--- src/verilog/vrf_cfg_pkg.sv ---
package vrf_cfg_pkg;

  // Element width, stored as the shift that turns elements into bytes
  typedef enum logic [1:0] {
    SEW_8  = 2'd0,
    SEW_16 = 2'd1,
    SEW_32 = 2'd2
  } vsew_e;

  // Data memory word
  localparam int unsigned WORD_BYTES = 4;

  // All byte lanes enabled
  localparam logic [WORD_BYTES-1:0] BE_FULL = '1;

  // Number of memory words in one vector register
  function automatic int unsigned max_words(int unsigned vlen);
    return vlen / (WORD_BYTES * 8);
  endfunction

  // Counter width able to hold 0 .. max_words
  function automatic int unsigned words_w(int unsigned vlen);
    return $clog2(max_words(vlen) + 1);
  endfunction

endpackage

--- src/verilog/vrf_seq_pkg.sv ---
package vrf_seq_pkg;

  // Sequencer states
  // READ1/READ2 fetch the source operands, WRITE stores the result word
  typedef enum logic [2:0] {
    IDLE  = 3'd0,
    READ1 = 3'd1,
    READ2 = 3'd2,
    WRITE = 3'd3,
    DONE  = 3'd4
  } vrf_state_e;

  // Bit positions in sel_operation_i
  // Bit 2 was the RS3 read and is ignored here
  localparam int unsigned SEL_RS1 = 0;
  localparam int unsigned SEL_RS2 = 1;
  localparam int unsigned SEL_RD  = 3;

endpackage

--- src/verilog/vrf_length_calc.sv ---
`timescale 1ns/1ns

module vrf_length_calc import vrf_cfg_pkg::*; #(
  parameter int unsigned VLEN = 128
) (
  input  logic                      clk_i,
  input  logic                      rst_ni,
  input  logic                      start_i,
  input  logic [31:0]               vl_i,
  input  vsew_e                     sew_i,
  output logic [words_w(VLEN)-1:0]  num_words_o,
  output logic [3:0]                tail_be_o
);

  localparam int unsigned CNT_W = words_w(VLEN);
  localparam int unsigned OFS_W = $clog2(WORD_BYTES);

  logic [31:0]      vl_q;
  vsew_e            sew_q;
  logic [33:0]      num_bytes;
  logic [33:0]      words_full;
  logic [OFS_W-1:0] tail_bytes;

  // Length is sampled once per instruction
  always_ff @(posedge clk_i or negedge rst_ni) begin
    if (!rst_ni) begin
      vl_q  <= '0;
      sew_q <= SEW_8;
    end else if (start_i) begin
      vl_q  <= vl_i;
      sew_q <= sew_i;
    end
  end

  assign num_bytes  = {2'b00, vl_q} << sew_q;
  assign tail_bytes = num_bytes[OFS_W-1:0];

  // Round up to whole words
  assign words_full  = (num_bytes + 34'(WORD_BYTES - 1)) >> OFS_W;
  assign num_words_o = words_full[CNT_W-1:0];

  // Partial last word keeps only the low lanes
  assign tail_be_o = (tail_bytes == '0) ? BE_FULL : ~(BE_FULL << tail_bytes);

  // A run never covers more than one vector register
  a_words_fit : assert property (
    @(posedge clk_i) disable iff (!rst_ni)
    start_i |=> (words_full <= 34'(max_words(VLEN)))
  ) else $error("vector length exceeds register capacity");

endmodule

--- src/verilog/vrf_access_fsm.sv ---
`timescale 1ns/1ns

module vrf_access_fsm import vrf_cfg_pkg::*; import vrf_seq_pkg::*; #(
  parameter int unsigned VLEN = 128
) (
  input  logic                      clk_i,
  input  logic                      rst_ni,
  input  logic                      req_i,
  input  logic [3:0]                sel_operation_i,
  input  logic [words_w(VLEN)-1:0]  num_words_i,
  input  logic [3:0]                tail_be_i,
  input  logic                      data_gnt_i,
  input  logic                      data_rvalid_i,
  output logic                      start_o,
  output logic                      ack_o,
  output logic                      data_req_o,
  output logic                      data_we_o,
  output logic [3:0]                data_be_o,
  output logic                      rs1_en_o,
  output logic                      rs2_en_o,
  output logic                      agu_load_o,
  output logic                      agu_get_rs1_o,
  output logic                      agu_get_rs2_o,
  output logic                      agu_get_rd_o,
  output logic                      agu_incr_o
);

  localparam int unsigned CNT_W = words_w(VLEN);

  vrf_state_e       state_q, state_d;
  vrf_state_e       first_op, next_op;
  logic [CNT_W-1:0] words_done_q, words_done_d;
  logic             pend_rs1_q, pend_rs2_q;
  logic             pending;
  logic             no_words;
  logic             last_word;
  logic             word_end;
  logic             rd_req, wr_req;
  logic             granted;

  //////////////////////////////////////////////////////////////////////
  // Request generation
  //////////////////////////////////////////////////////////////////////

  assign pending   = pend_rs1_q | pend_rs2_q;
  assign no_words  = (num_words_i == '0);
  assign last_word = (words_done_q == num_words_i - 1'b1);

  assign rd_req = ((state_q == READ1) || (state_q == READ2)) && !no_words;
  // Result word is only valid once both operands have landed
  assign wr_req = (state_q == WRITE) && !no_words && !pending;

  assign data_req_o = rd_req | wr_req;
  assign data_we_o  = wr_req;
  assign granted    = data_req_o & data_gnt_i;
  assign data_be_o  = ((state_q == WRITE) && last_word) ? tail_be_i : BE_FULL;

  assign start_o       = (state_q == IDLE) && req_i;
  assign agu_load_o    = start_o;
  assign agu_get_rs1_o = rd_req && (state_q == READ1);
  assign agu_get_rs2_o = rd_req && (state_q == READ2);
  assign agu_get_rd_o  = wr_req;
  assign agu_incr_o    = granted;

  // Read data belongs to the single outstanding read
  assign rs1_en_o = data_rvalid_i & pend_rs1_q;
  assign rs2_en_o = data_rvalid_i & pend_rs2_q;

  assign ack_o = (state_q == DONE) && !pending;

  //////////////////////////////////////////////////////////////////////
  // Operation order within a word
  //////////////////////////////////////////////////////////////////////

  always_comb begin
    if (sel_operation_i[SEL_RS1]) begin
      first_op = READ1;
    end else if (sel_operation_i[SEL_RS2]) begin
      first_op = READ2;
    end else if (sel_operation_i[SEL_RD]) begin
      first_op = WRITE;
    end else begin
      first_op = DONE;
    end
  end

  always_comb begin
    next_op  = WRITE;
    word_end = 1'b1;
    case (state_q)
      READ1: begin
        next_op  = sel_operation_i[SEL_RS2] ? READ2 : WRITE;
        word_end = !sel_operation_i[SEL_RS2] && !sel_operation_i[SEL_RD];
      end
      READ2: begin
        word_end = !sel_operation_i[SEL_RD];
      end
      default: begin
        word_end = 1'b1;
      end
    endcase
  end

  //////////////////////////////////////////////////////////////////////
  // State and word counter
  //////////////////////////////////////////////////////////////////////

  always_comb begin
    state_d      = state_q;
    words_done_d = words_done_q;
    case (state_q)
      IDLE: begin
        if (req_i) begin
          state_d      = first_op;
          words_done_d = '0;
        end
      end
      READ1, READ2, WRITE: begin
        if (no_words) begin
          state_d = DONE;
        end else if (granted) begin
          if (!word_end) begin
            state_d = next_op;
          end else if (last_word) begin
            state_d = DONE;
          end else begin
            // Next word starts over at the first selected operation
            words_done_d = words_done_q + 1'b1;
            state_d      = first_op;
          end
        end
      end
      DONE: begin
        if (!pending && !req_i) begin
          state_d = IDLE;
        end
      end
      default: begin
        state_d = IDLE;
      end
    endcase
  end

  always_ff @(posedge clk_i or negedge rst_ni) begin
    if (!rst_ni) begin
      state_q      <= IDLE;
      words_done_q <= '0;
      pend_rs1_q   <= 1'b0;
      pend_rs2_q   <= 1'b0;
    end else begin
      state_q      <= state_d;
      words_done_q <= words_done_d;
      if (data_rvalid_i) begin
        pend_rs1_q <= 1'b0;
        pend_rs2_q <= 1'b0;
      end
      // A new grant may coincide with the previous rvalid
      if (granted && (state_q == READ1)) begin
        pend_rs1_q <= 1'b1;
      end
      if (granted && (state_q == READ2)) begin
        pend_rs2_q <= 1'b1;
      end
    end
  end

  a_req_held : assert property (
    @(posedge clk_i) disable iff (!rst_ni)
    (data_req_o && !data_gnt_i) |=> data_req_o
  ) else $error("data_req_o dropped before grant");

  a_ack_in_handshake : assert property (
    @(posedge clk_i) disable iff (!rst_ni)
    ack_o |-> (req_i || $past(req_i))
  ) else $error("ack_o high outside the req/ack handshake");

endmodule

--- src/verilog/vrf_operand_regs.sv ---
`timescale 1ns/1ns

module vrf_operand_regs (
  input  logic        clk_i,
  input  logic        rst_ni,
  input  logic        rs1_en_i,
  input  logic        rs2_en_i,
  input  logic [31:0] data_rdata_i,
  output logic [31:0] rdata_a_o,
  output logic [31:0] rdata_b_o
);

  logic [31:0] rs1_q;
  logic [31:0] rs2_q;

  // Both operands share the memory read bus
  always_ff @(posedge clk_i or negedge rst_ni) begin
    if (!rst_ni) begin
      rs1_q <= '0;
    end else if (rs1_en_i) begin
      rs1_q <= data_rdata_i;
    end
  end

  always_ff @(posedge clk_i or negedge rst_ni) begin
    if (!rst_ni) begin
      rs2_q <= '0;
    end else if (rs2_en_i) begin
      rs2_q <= data_rdata_i;
    end
  end

  // Operands to the execution unit
  assign rdata_a_o = rs1_q;
  assign rdata_b_o = rs2_q;

  // One rvalid serves one read only
  a_single_capture : assert property (
    @(posedge clk_i) disable iff (!rst_ni)
    !(rs1_en_i && rs2_en_i)
  ) else $error("rvalid claimed by both operands");

endmodule

--- src/verilog/vrf_interface.sv ---
`timescale 1ns/1ns

module vrf_interface import vrf_cfg_pkg::*; #(
  parameter int unsigned VLEN = 128
) (
  input  logic        clk_i,
  input  logic        rst_ni,

  // Instruction handshake
  input  logic        req_i,
  input  logic [3:0]  sel_operation_i,
  input  logic [31:0] vl_i,
  input  vsew_e       sew_i,
  output logic        ack_o,

  // Execution unit
  input  logic [31:0] wdata_i,
  output logic [31:0] rdata_a_o,
  output logic [31:0] rdata_b_o,

  // Data memory
  output logic        data_req_o,
  input  logic        data_gnt_i,
  input  logic        data_rvalid_i,
  output logic        data_we_o,
  output logic [3:0]  data_be_o,
  output logic [31:0] data_wdata_o,
  input  logic [31:0] data_rdata_i,

  // Address generator
  output logic        agu_load_o,
  output logic        agu_get_rs1_o,
  output logic        agu_get_rs2_o,
  output logic        agu_get_rd_o,
  output logic        agu_incr_o
);

  logic                     start;
  logic [words_w(VLEN)-1:0] num_words;
  logic [3:0]               tail_be;
  logic                     rs1_en;
  logic                     rs2_en;

  vrf_length_calc #(
    .VLEN        (VLEN)
  ) u_length_calc (
    .clk_i       (clk_i),
    .rst_ni      (rst_ni),
    .start_i     (start),
    .vl_i        (vl_i),
    .sew_i       (sew_i),
    .num_words_o (num_words),
    .tail_be_o   (tail_be)
  );

  vrf_access_fsm #(
    .VLEN            (VLEN)
  ) u_access_fsm (
    .clk_i           (clk_i),
    .rst_ni          (rst_ni),
    .req_i           (req_i),
    .sel_operation_i (sel_operation_i),
    .num_words_i     (num_words),
    .tail_be_i       (tail_be),
    .data_gnt_i      (data_gnt_i),
    .data_rvalid_i   (data_rvalid_i),
    .start_o         (start),
    .ack_o           (ack_o),
    .data_req_o      (data_req_o),
    .data_we_o       (data_we_o),
    .data_be_o       (data_be_o),
    .rs1_en_o        (rs1_en),
    .rs2_en_o        (rs2_en),
    .agu_load_o      (agu_load_o),
    .agu_get_rs1_o   (agu_get_rs1_o),
    .agu_get_rs2_o   (agu_get_rs2_o),
    .agu_get_rd_o    (agu_get_rd_o),
    .agu_incr_o      (agu_incr_o)
  );

  vrf_operand_regs u_operand_regs (
    .clk_i        (clk_i),
    .rst_ni       (rst_ni),
    .rs1_en_i     (rs1_en),
    .rs2_en_i     (rs2_en),
    .data_rdata_i (data_rdata_i),
    .rdata_a_o    (rdata_a_o),
    .rdata_b_o    (rdata_b_o)
  );

  // Result word goes out unbuffered
  assign data_wdata_o = wdata_i;

endmodule

--- config.mk ---
export PLATFORM = sky130hd
export DESIGN_NAME = vrf_interface
export DESIGN_NICKNAME = d
export VERILOG_FILES = /design/src/verilog/vrf_cfg_pkg.sv /design/src/verilog/vrf_seq_pkg.sv /design/src/verilog/vrf_length_calc.sv /design/src/verilog/vrf_access_fsm.sv /design/src/verilog/vrf_operand_regs.sv /design/src/verilog/vrf_interface.sv
export SDC_FILE = /design/constraint.sdc
export NUM_CORES = 1
export LEC_CHECK = 0
export ABC_CLOCK_PERIOD_IN_PS = 5260
export BUFFER_PORTS_ARGS = -buffer_cell sky130_fd_sc_hd__buf_2
export CELL_PAD_IN_SITES_DETAIL_PLACEMENT = 1
export CELL_PAD_IN_SITES_GLOBAL_PLACEMENT = 2
export CORE_ASPECT_RATIO = 1.25
export CORE_MARGIN = 10
export CORE_UTILIZATION = 30
export CTS_BUF_LIST = sky130_fd_sc_hd__clkbuf_8 sky130_fd_sc_hd__clkbuf_16
export CTS_CLUSTER_SIZE = 40
export DETAILED_ROUTE_END_ITERATION = 16
export PLACE_DENSITY = 0.82
export SLEW_MARGIN = 30
export SYNTH_ARGS = -nofsm -noshare
export SYNTH_HDL_FRONTEND = slang
export SYNTH_HIERARCHICAL = 1
export SYNTH_SLANG_ARGS = --single-unit
--- constraint.sdc ---
create_clock -name clk_i -period 5.26 [get_ports clk_i]
set_clock_uncertainty 0.15 [all_clocks]
set_input_delay 0.526 -clock clk_i [delete_from_list [all_inputs] [get_ports clk_i]]
set_output_delay 0.526 -clock clk_i [all_outputs]
set_load 0.01 [all_outputs]
### Word level (Yosys, flattened, before mapping)

Cells that the tools add are included.

* memory bits (writable): 0
* input port bits: 107
* latch bits: 0
* register bits after elaboration: 106
* ROM bits: 0
* output and inout port bits: 108
* memories: 0

* bitwise gates (word level): 6
* order comparisons: 0
* reduce and logical (&&, ||, !) cells: 27
* div/mod/pow operators: 0
* mux-type cells: 24
* shift-type cells: 2
* multipliers: 0
* $add $sub $neg: 3
* equality and inequality tests: 12

Operators by type and width (number)
* two-way mux 3 bit: 15
* left shift 32 x 2 -> 5 bit: 1
* logical AND 1 bit: 12
* one-hot mux 3 bit (3 select lines): 1
* two-way mux 4 bit: 2
* inequality test 2 bit (second input constant): 4
* equality test 3 x 2 -> 1 bit (second input constant): 2
* zero test 3 bit: 2
* one-hot mux 3 bit (2 select lines): 1
* AND reduction 6 bit: 1
* nonzero test 2 bit: 3
* adder 5 x 2 -> 5 bit (second input constant): 1
* zero test 1 bit: 5
* two-way mux 1 bit: 4
* inequality test 2 x 1 -> 1 bit (second input constant): 2
* NOT 4 bit: 1
* left shift 4 x 2 -> 4 bit (first input constant): 1
* adder 3 x 1 -> 3 bit (second input constant): 1
* AND 1 bit: 3
* equality test 3 x 1 -> 1 bit (second input constant): 1
* equality test 3 bit: 1
* equality test 3 bit (second input constant): 1
* inequality test 3 x 1 -> 1 bit (second input constant): 1
* AND reduction 3 bit: 1
* other kinds (6): 7

### Logic depth before layout (Yosys ltp)

Gate-level depths: netlist of the first run.

* depth after elaboration: 11
* depth in mapped cells: 14
* mapped depth without buffers: 13

### By module

The synthesis of the first run kept the hierarchy.

Modules (own cells, without submodules)
* vrf_operand_regs: cells each 136, instances 1, area an instance 2690.1 um2
* vrf_access_fsm: cells each 94, instances 1, area an instance 754.5 um2
* vrf_length_calc: cells each 60, instances 1, area an instance 550.5 um2
* vrf_interface: cells each 32, instances 1, area an instance 240.2 um2

### Least setup slack after synthesis of the first run

No wires, ideal clock.

* kind: reg2out
* start: register u_length_calc.vl_q[1]
* end: output data_we_o
* cell stages (with the launch flop): 13
* path slack: 1808 ps
* data required time: 4584 ps
* arrival time: 2776 ps
* path buffers: 1
* cells stage by stage: dfrtp_1 -> nor2b_1 -> a21oi_1 -> or2_2 -> ha_1 -> xnor2_1 -> inv_1 -> ha_1 -> nor2b_1 -> nor2_1 -> nand2_1 -> nor4b_1 -> buf_4

* cells in the longest elaborated chain, start to end: 6

RTL lines
* start: declaration: RTL line vrf_length_calc.sv:18 `logic [31:0] vl_q;`
* start signal: assignment: RTL line vrf_length_calc.sv:30 `vl_q <= vl_i;`
* left shift 32 x 2 -> 5 bit: RTL line vrf_length_calc.sv:35 `assign num_bytes = {2'b00, vl_q} << sew_q;`
* adder 5 x 2 -> 5 bit: RTL line vrf_length_calc.sv:39 `assign words_full = (num_bytes + 34'(WORD_BYTES - 1)) >> OFS_W;`
* net num_words[0]: RTL line vrf_interface.sv:39 `logic [words_w(VLEN)-1:0] num_words;`
* zero test 3 bit: RTL line vrf_access_fsm.sv:46 `assign no_words = (num_words_i == '0);`
* zero test 1 bit: RTL line vrf_access_fsm.sv:51 `assign wr_req = (state_q == WRITE) && !no_words && !pending;`
* logical AND 1 bit (2 in series): RTL line vrf_access_fsm.sv:51
* end: declaration: RTL line vrf_interface.sv:25 `output logic data_we_o,`

The timed path passes the listed nets, and every way through them passes these cells.

### Final worst setup path of the first run

* start: register u_length_calc.sew_q[0]
* end: output data_be_o[3]

* cells in the longest elaborated chain, start to end: 6
* elaborated cells between the ends (all ways): 10
* classes of those cells: 2 x add/sub; 1 x eq/ne; 2 x shift; 2 x mux; 1 x bitwise; 2 x reduce/logical

RTL lines
* start: declaration: RTL line vrf_length_calc.sv:19 `vsew_e sew_q;`
* start signal: assignment: RTL line vrf_length_calc.sv:31 `sew_q <= sew_i;`
* left shift 32 x 2 -> 5 bit: RTL line vrf_length_calc.sv:35
* adder 5 x 2 -> 5 bit: RTL line vrf_length_calc.sv:39
* net num_words[0]: RTL line vrf_interface.sv:39
* subtractor 3 x 1 -> 3 bit: RTL line vrf_access_fsm.sv:47 `assign last_word = (words_done_q == num_words_i - 1'b1);`
* equality test 3 bit: RTL line vrf_access_fsm.sv:47
* logical AND 1 bit: RTL line vrf_access_fsm.sv:56 `assign data_be_o = ((state_q == WRITE) && last_word) ? tail_be_i : BE_FULL;`
* two-way mux 4 bit: RTL line vrf_access_fsm.sv:56
* end: declaration: RTL line vrf_interface.sv:26 `output logic [3:0] data_be_o,`

The timed path passes the listed nets, and every way through them passes these cells.

==> results of run 1 <==
-- cells in the final DEF, fill, tap and decap left out, types with 2 or more instances in the layout --
| master | count |
|---|---|
| nor2b_1 | 4 |
| clkbuf_16 | 9 |
| or3_1 | 3 |
| xor2_1 | 3 |
| nor3_1 | 9 |
| inv_1 | 13 |
| and2_2 | 2 |
| nor2_1 | 13 |
| clkinvlp_4 | 3 |
| mux2_2 | 11 |
| o211ai_1 | 2 |
| mux2i_1 | 2 |
| a21oi_1 | 5 |
| a32o_1 | 2 |
| dfrtp_1 | 79 |
| nand2_1 | 11 |
| o21ai_0 | 5 |
| buf_4 | 3 |
| a31oi_1 | 2 |
| nand2b_1 | 8 |
| or2_2 | 3 |
| a21o_1 | 2 |
| o22ai_1 | 5 |
| buf_2 | 120 |
| ha_1 | 6 |
| nand3_1 | 2 |
| mux2_4 | 60 |
-- layout make-up --
class / count / area, µm²
Clock buffer: 10 / 239
Clock inverter: 6 / 45.0
Fill cell: 1537 / 8870
Inverter: 13 / 48.8
Multi-Input combinational cell: 181 / 1760
Sequential cell: 79 / 1980
Tap cell: 175 / 219
Timing Repair Buffer: 125 / 661
-- worst min-delay path by stage --
stage,startpoint,endpoint,slack (ns),cells after the start
6_report,sew_i[1],u_length_calc/sew_q[1],0.26,3
5_1_grt,sew_i[1],u_length_calc/sew_q[1],0.26,3
4_1_cts,sew_i[1],u_length_calc/sew_q[1],0.24,3
3_5_place_dp,u_operand_regs/rdata_b_o[15],u_operand_regs/rdata_b_o[15],0.34,1
3_3_place_gp,u_operand_regs/rdata_a_o[31],u_operand_regs/rdata_a_o[31],0.34,1
2_1_floorplan,rst_ni,u_access_fsm/pend_rs1_q,0.08,0
-- metrics by stage --
| step | util (%) | worst slack, ns |
|---|---|---|
| final | 35.8 | 1.17 |
| after detailed placement | 33.7 | 1.45 |
| after global routing | 35.8 | 0.735 |
| after floorplan | - | 1.81 |
| after CTS | 35.8 | 1.07 |
| after global placement | 33.5 | 1.56 |
-- registers in the layout, indices dropped and copies added, names as in the netlist --
register / cells
u_access_fsm/state_q: 3
u_operand_regs/rdata_b_o: 32
u_operand_regs/rdata_a_o: 32
u_length_calc/sew_q: 2
u_access_fsm/pend_rs1_q: 1
u_access_fsm/pend_rs2_q: 1
u_length_calc/vl_q: 5
u_access_fsm/words_done_q: 3
-- power by group --
group | internal, µW | leakage [µW] | switching [µW]
combinational | 871 | 0.00131 | 770
sequential | 902 | 0.000971 | 242
clock | 334 | 0.000131 | 252
total | 2110 | 0.00241 | 1260
-- per-layer routing --
layer	share of wire (%)	global-route usage, %
met1	40	12.4
met2	51	19.0
met3	7.2	4.53
met4	1.0	2.77
met5	0.12	0
-- worst min-delay path, stage by stage --
cell and delay, ns:
buf_2 0.07, nand2_1 0.04, o21ai_0 0.06
-- kinds of logic after synthesis --
| family | after synthesis |
|---|---|
| fa+ha+maj | 6 |
| xor+xnor | 5 |
| compound gates | 34 |
| mux | 74 |
| simple gates | 61 |
| buf+inv | 62 |
| other cells | 1 |
| flops | 79 |
-- what timing repair did --
action / CTS / global route
setup endpoints to repair: 0 / 0
hold buffers: 1 / 0
endpoints found under the hold margin: 4 / 0
==> flow_summary.json, run 1 <==
{
  "dpl-instance-area_um2": 4650,
  "io_buffers": 121,
  "h-tree-depth": 3,
  "synth-compound-area-share_pct": 5.67,
  "grt_overflow": 0,
  "ys_seq_area_share_pct": 46.7,
  "vias_per_cell": 4.62,
  "synth-xor-area-share_pct": 1.36,
  "antenna_left": 0,
  "ir_drop_uv": 222,
  "dr.pass1.iters": 4,
  "slew_violations": 0,
  "synth-adder-area-share_pct": 1.77,
  "crit_buf_inv": 2,
  "whs_ns": 0.257,
  "wl_per_cell_um": 18.1,
  "fin_area_um2": 4950,
  "criticalPathCategory": "reg -> out",
  "tns_ns": 0,
  "slew_headroom_pct": 58.7,
  "synth_nets": 435,
  "yosysTopAreaCell": "dfrtp_1",
  "r2r_slack_ns": 1.70,
  "yosys_warnings": 6,
  "cts_sinks": 79,
  "cts_tree": "done",
  "drv_cap": 0,
  "stdcell_count": 589,
  "drc": 0,
  "yosys.area_share.simple_pct": 7.59,
  "gp_congestion": 0.786,
  "muxShareOfSynthArea_pct": 24.9,
  "yosys-top-cells-count": "79 x dfrtp_1, 60 x mux2_4, 35 x buf_4",
  "hold_viol_final": 0,
  "critPathCaptureType": "output pin",
  "synthCells": 322,
  "track_usage_pct": 11.1,
  "cts_buffer_depth": 2,
  "die_area_um2": 19300,
  "first_global_vias": 3013,
  "grt_setup_unrepaired": "false",
  "die_w_um": 126,
  "nets": 522,
  "cts_root_buffer": "clkbuf_16",
  "initial_utilization_pct": 30.7,
  "crit_family": "simple AND/OR/NAND/NOR gates",
  "setup_viol": 0,
  "powerDensity_nw_per_um2": 681,
  "power_uw": 3370,
  "crit_top_cell": "ha_1",
  "critical_path.max_stage_delay_ns": 0.52,
  "placed_cells": 572,
  "startpoint_type": "flop",
  "synth_cell_types": 49,
  "drive_gt1_share_pct": 53.1,
  "yosysMostFrequentCell": "dfrtp_1",
  "coreArea_um2": 13800,
  "reg2reg_to": "u_access_fsm/words_done_q[0]",
  "synth-edff-count": 0,
  "synth_top_family_by_area": "multiplexers",
  "startpoint": "u_length_calc/sew_q[0]",
  "post_cts_resized": 0,
  "crit_path_cell_trace": "nor2b_1, a21oi_1, or2_2, ha_1, xnor2_1, inv_1, ha_1, xor2_1, nand3_1, nor3_1, nand2b_1, buf_2",
  "crit_path_end": "data_be_o[3]",
  "crit_path_top_delay_cell": "dfrtp_1",
  "cp_max_fo": 14,
  "cp.arrival_ns": 3.42,
  "ys_ff_latch": 79,
  "die_h_um": 153,
  "syn_avg_cell_area_um2": 13.2,
  "period_minus_slack_ns": 4.09,
  "reg2reg_depth": 12,
  "place_hpwl_um": 8090,
  "grt_pass1_wl_um": 17400,
  "wl_um": 10600,
  "period_share_pct": 77.8,
  "grt_max_degree": 49,
  "cts_buffers": 9,
  "drt_iter0_drc": 108,
  "synth_area_leaders": "dfrtp_1 47%, mux2_4 21%, buf_4 6.2%, mux2_2 2.9%, buf_12 2.8%",
  "cellLeakagePower_uw": 0.00241,
  "path_clk_slew_ns": 0.06,
  "rows": 48,
  "synth_async_sr_flop_share_pct": 100,
  "post_cts_buffers": 0,
  "crit_cells": 12,
  "vias": 2720,
  "fmax_mhz": 244,
  "worst_slew_pin_slew_ns": 0.620,
  "ios": 215,
  "yosysTopAreaCellShare_pct": 46.7,
  "antenna_found_initial": 1,
  "syn2layout_area_growth_pct": 16.8,
  "ys.flop_type": "dfrtp_1",
  "rr_startpoint": "u_length_calc/sew_q[0]",
  "diodes": 0,
  "clk_latency_ns": 0.33,
  "outcome": "finished clean",
  "hold_class": "in -> reg",
  "critPathRequiredTime_ns": 4.58,
  "mappedNetlistArea_um2": 4240
}
No activity file was read; power rests on OpenSTA's default activity.
==> run 2: changes to the inputs <==
- ABC_CLOCK_PERIOD_IN_PS: 5260 -> 3900
- CORE_UTILIZATION: 30 -> 28
- PLACE_DENSITY: 0.82 -> 0.77
- clock period: 5.26 -> 3.9 ns (I/O delays scaled with it)
==> flow_summary.json, run 2 (synthesis gave the netlist of run 1 again) <==
{
  "outcome": "finished clean",
  "first_global_vias": 3080,
  "vias": 2780,
  "rows": 50,
  "critPathCaptureType": "output pin",
  "drc": 0,
  "wl_met1_um": 4340,
  "post-route-util_pct": 33.8,
  "track_usage_pct": 10.3,
  "wl_um": 10600,
  "cts_sinks": 79,
  "cts_buffers": 9,
  "reg2reg_depth": 13,
  "dpl-instance-area_um2": 4660,
  "combPwrFrac_pct": 49.0,
  "slew_headroom_pct": 49.1,
  "criticalPathCategory": "reg -> out",
  "antenna_left": 0,
  "grt_max_degree": 57,
  "die_w_um": 130,
  "switching_share_pct": 36.8,
  "period_share_pct": 92.3,
  "io_buffers": 121,
  "crit_path_cell_trace": "nor2b_1, a21oi_1, or2_2, ha_1, nor2b_1, o21ai_0, o211ai_1, o311a_1, xnor3_1, nand3_2, nor3_2, buf_4, nand2b_1, buf_2",
  "crit_top_cell": "nor2b_1",
  "seqCellArea_um2": 1980,
  "initial_utilization_pct": 28.4,
  "cellLeakagePower_uw": 0.00246,
  "cts_tree": "done",
  "powerDensity_nw_per_um2": 929,
  "crit_path_top_delay_cell": "dfrtp_2",
  "worst_slew_pin_slew_ns": 0.764,
  "drt_iter0_drc": 113,
  "r2r_slack_ns": 0.46,
  "wl_met2_um": 5480,
  "startpoint_type": "flop",
  "critPathRequiredTime_ns": 3.36,
  "drv_cap": 0,
  "final_common_cell": "buf_2",
  "reg2reg_to": "u_access_fsm/words_done_q[0]",
  "hold_depth": 3,
  "hold_viol_final": 0,
  "vias_per_cell": 4.62,
  "whs_ns": 0.122,
  "final_cell_mix": "120 x buf_2, 77 x dfrtp_1, 60 x mux2_4, 13 x inv_1, 13 x nor2_1",
  "placed_cells": 582,
  "place_hpwl_um": 7990,
  "nets": 528,
  "cp.arrival_ns": 3.06,
  "setup_viol": 0,
  "hp-start": "sew_i[1]",
  "h-tree-depth": 3,
  "rr_startpoint": "u_length_calc/vl_q[1]",
  "whs_endpoint": "u_length_calc/sew_q[1]",
  "hold_class": "in -> reg",
  "wl_per_cell_um": 17.6,
  "grt_pass1_wl_um": 16600,
  "coreArea_um2": 14900,
  "ios": 215,
  "fillers": 1674,
  "drive_gt1_share_pct": 55.2,
  "antenna_found_initial": 0,
  "die_h_um": 158,
  "diodes": 0,
  "grt_overflow": 0,
  "critical_path.max_stage_delay_ns": 0.41,
  "cp_max_fo": 7,
  "ir_drop_uv": 269,
  "dr.pass1.iters": 4,
  "gp_congestion": 0.756,
  "tns_ns": 0,
  "p_switching_uw": 1720,
  "clk_latency_ns": 0.33,
  "maxUsedRoutingLayer": "met4",
  "fmax_mhz": 278,
  "stdcell_count": 602,
  "clkPwrFrac_pct": 18.2,
  "intPower_uw": 2950,
  "syn2layout_area_growth_pct": 18.8,
  "die_area_um2": 20500,
  "cts_buffer_depth": 2,
  "period_minus_slack_ns": 3.60,
  "path_clk_slew_ns": 0.06,
  "pwr-share-seq_pct": 32.7,
  "fin_area_um2": 5030,
  "cts_root_buffer": "clkbuf_16",
  "dr_wl_met3_um": 598,
  "multi_input_area_um2": 1780,
  "slew_violations": 0
}
[run 2: cell types whose count changed in the layout (fill, tap and decap cells not counted), moves of 2 or more]
cell / delta
buf_4: +7
clkinvlp_4: -2
dfrtp_1: -2
dfrtp_2: +2
[run 2: power groups by stage]
stage | sequential, µW | clock, µW | combinational [µW]
floorplan | 1620 | 0 | 1520
global placement | 1530 | 0 | 2210
detailed placement | 1550 | 0 | 2250
CTS | 1540 | 891 | 2270
global route | 1600 | 929 | 2510
finish | 1530 | 852 | 2290
[run 2: area by class of cell]
type	count	area share (%)
Tap cell	182	4.53
Clock inverter	6	1.37
Clock buffer	10	4.75
Multi-Input combinational cell	181	35.4
Sequential cell	79	39.4
Inverter	13	0.970
Timing Repair Buffer	131	13.6
[run 2: repair_timing]
action | CTS | global route
endpoints found under the setup margin | 3 | 6
setup buffers | 0 | 3
resized for setup | 1 | 5
pin swaps | 0 | 2
endpoints found under the hold margin | 55 | 0
hold buffers | 1 | 0
[run 2: worst max path at each step]
stage | startpoint | end | depth (start not counted) | slack (ns)
6_report | u_length_calc/vl_q[1] | data_be_o[2] | 14 | 0.30
5_1_grt | u_length_calc/vl_q[1] | data_we_o | 13 | -0.02
4_1_cts | u_length_calc/sew_q[0] | data_be_o[2] | 13 | 0.01
3_5_place_dp | u_length_calc/sew_q[0] | data_be_o[2] | 13 | 0.33
3_3_place_gp | u_length_calc/sew_q[0] | data_be_o[3] | 13 | 0.36
2_1_floorplan | u_length_calc/vl_q[1] | data_we_o | 12 | 0.58
[run 2: worst max-delay path, delay by kind of cell, from the launching register on]
family                     cells  cell delay (ns)
xor gates and xnor gates       1             0.26
DFF                            1             0.41
AOI/OAI and AO/OA              4             0.52
buffers and inverters          2             0.31
and+or+nand+nor                6             1.01
adders and majority gates      1             0.25
[run 2: stage by stage]
stage	power (µW)	worst slack (ns)
after floorplan	3140	0.584
after global placement	3730	0.365
after detailed placement	3800	0.332
after CTS	4700	0.0130
after global routing	5040	-0.0225
final	4670	0.301
[run 2: per-layer routing]
metal | vias to the layer above | track usage [%]
li1 | 1263 | -
met1 | 1412 | 11.6
met2 | 93 | 17.6
met3 | 12 | 3.53
met4 | 0 | 3.54
met5 | - | 0
==> run 3: changes to the inputs <==
- BUFFER_PORTS_ARGS: -buffer_cell sky130_fd_sc_hd__buf_2 -> default
- CORE_UTILIZATION: 28 -> 39
- DONT_BUFFER_PORTS: default -> 1
- PLACE_DENSITY: 0.77 -> 0.87
==> flow_summary.json, run 3 (synthesis gave the netlist of run 1 again) <==
{
  "reg2reg_to": "u_access_fsm/words_done_q[0]",
  "final_cell_mix": "79 x dfrtp_1, 60 x mux2_4, 15 x inv_1, 12 x nor2_1",
  "fmax_mhz": 275,
  "dr.pass1.iters": 4,
  "path_clk_slew_ns": 0.06,
  "critPathCaptureType": "output pin",
  "tns_ns": 0,
  "worst_slew_pin_slew_ns": 0.797,
  "cts_sinks": 79,
  "place_hpwl_um": 7100,
  "power_uw": 4340,
  "outcome": "finished clean",
  "startpoint_type": "flop",
  "post_cts_buffers": 0,
  "powerDensity_nw_per_um2": 995,
  "nets": 406,
  "vias": 2300,
  "antenna_found_initial": 0,
  "hold_viol_final": 0,
  "grt_pass1_wl_um": 15400,
  "hp-start": "data_rvalid_i",
  "r2r_slack_ns": 0.39,
  "ir_drop_uv": 411,
  "critPathRequiredTime_ns": 3.36,
  "antenna_left": 0,
  "criticalPathCategory": "reg -> out",
  "whs_ns": 0.0203,
  "track_usage_pct": 12.6,
  "drv_cap": 0,
  "cellLeakagePower_uw": 0.00197,
  "drive_gt1_share_pct": 34.6,
  "hold_depth": 1,
  "cts_buffers": 9,
  "cp.arrival_ns": 3.09,
  "wl_um": 9830,
  "first_global_vias": 2564,
  "setup_viol": 0,
  "die_w_um": 113,
  "clk_latency_ns": 0.32,
  "io_buffers": 0,
  "initial_utilization_pct": 39.9,
  "diodes": 0,
  "drt_iter0_drc": 61,
  "h-tree-depth": 3,
  "die_h_um": 137,
  "wl_per_cell_um": 22.9,
  "ios": 215,
  "period_share_pct": 93.1,
  "whs_endpoint": "u_access_fsm/pend_rs1_q",
  "cts_buffer_depth": 2,
  "reg2reg_depth": 13,
  "hold_class": "in -> reg",
  "grt_overflow": 0,
  "cp_max_fo": 7,
  "die_area_um2": 15500,
  "grt_setup_unrepaired": "false",
  "syn2layout_area_growth_pct": 3.07,
  "fillers": 1111,
  "period_minus_slack_ns": 3.63,
  "drc": 0,
  "vias_per_cell": 5.35,
  "rows": 42,
  "gp_congestion": 0.742,
  "cts_root_buffer": "clkbuf_16",
  "rr_startpoint": "u_length_calc/vl_q[1]",
  "cts_tree": "done",
  "coreArea_um2": 10600,
  "slew_headroom_pct": 46.9,
  "slew_violations": 0,
  "grt_max_degree": 80,
  "final_common_cell": "dfrtp_1"
}
-- run 3: cell count changes in the layout (fill, tap and decap cells not counted), moves of 2 or more --
cell	previous run	this run
buf_2	120	0
buf_4	10	6
clkinv_4	2	0
dfrtp_2	2	0
inv_1	13	15
dfrtp_1	77	79
-- run 3: layout make-up --
class / count / area, µm² / share of cell area (%)
clock buffers: 9 / 225 / 5.16
multi-input cells: 181 / 1770 / 40.5
inverters: 13 / 48.8 / 1.12
flip-flops and latches: 79 / 1980 / 45.3
well taps: 132 / 165 / 3.78
clock inverters: 7 / 88.8 / 2.03
repair buffers: 9 / 92.6 / 2.12
-- run 3: power breakdown --
| group | total (µW) | internal (µW) | switching (µW) | leakage (µW) |
|---|---|---|---|---|
| Combinational | 1680 | 956 | 720 | 0.000836 |
| Sequential | 1790 | 1220 | 575 | 0.000971 |
| Clock | 877 | 557 | 320 | 0.000158 |
| Total | 4340 | 2730 | 1610 | 0.00197 |
-- run 3: what timing repair did --
item                                   4_1_cts  5_1_grt
endpoints found under the hold margin       80        0
resized for setup                            0        2
setup endpoints to repair                    0        5
hold buffers                                 3        0
-- run 3: worst max-delay path by stage --
| stage | slack (ns) | start | end |
|---|---|---|---|
| 6_report | 0.27 | u_length_calc/vl_q[1] | data_we_o |
| 3_5_place_dp | 0.44 | u_length_calc/vl_q[1] | u_access_fsm/words_done_q[0] |
| 2_1_floorplan | 0.58 | u_length_calc/vl_q[1] | data_we_o |
| 4_1_cts | 0.1 | u_length_calc/vl_q[1] | data_we_o |
| 3_3_place_gp | 0.48 | u_length_calc/vl_q[1] | u_access_fsm/words_done_q[0] |
| 5_1_grt | 0.01 | u_length_calc/vl_q[1] | data_be_o[1] |
-- run 3: routing by layer --
metal	global-route usage (%)	part of all wire, %	routed length, µm	up-vias
li1	-	-	-	1016
met1	12.4	35	3400	1182
met2	22.5	54	5330	92
met3	5.96	9.7	955	10
met4	4.52	1.5	151	0
met5	0	0	0	-
-- run 3: stage by stage --
stage          instances  setup slack [ns]  utilization [%]  area, µm²
2_1_floorplan        322             0.584                -       4240
3_3_place_gp         411             0.479             37.6       3990
6_report             430             0.268             41.1       4370
3_5_place_dp         411             0.441             37.6       3990
5_1_grt              430            0.0109             41.1       4370
4_1_cts              430            0.0976             41.0       4360
-- run 3: critical path, cell delays in order, from the launching register on --
cell and delay, ns:
dfrtp_1 0.46, nor2b_1 0.20, a21oi_1 0.07, or2_2 0.32
ha_1 0.25, xnor2_2 0.22, inv_1 0.09, ha_1 0.19
nor2b_1 0.19, nor2_2 0.16, nand2_1 0.11, nor4b_1 0.30
buf_4 0.20
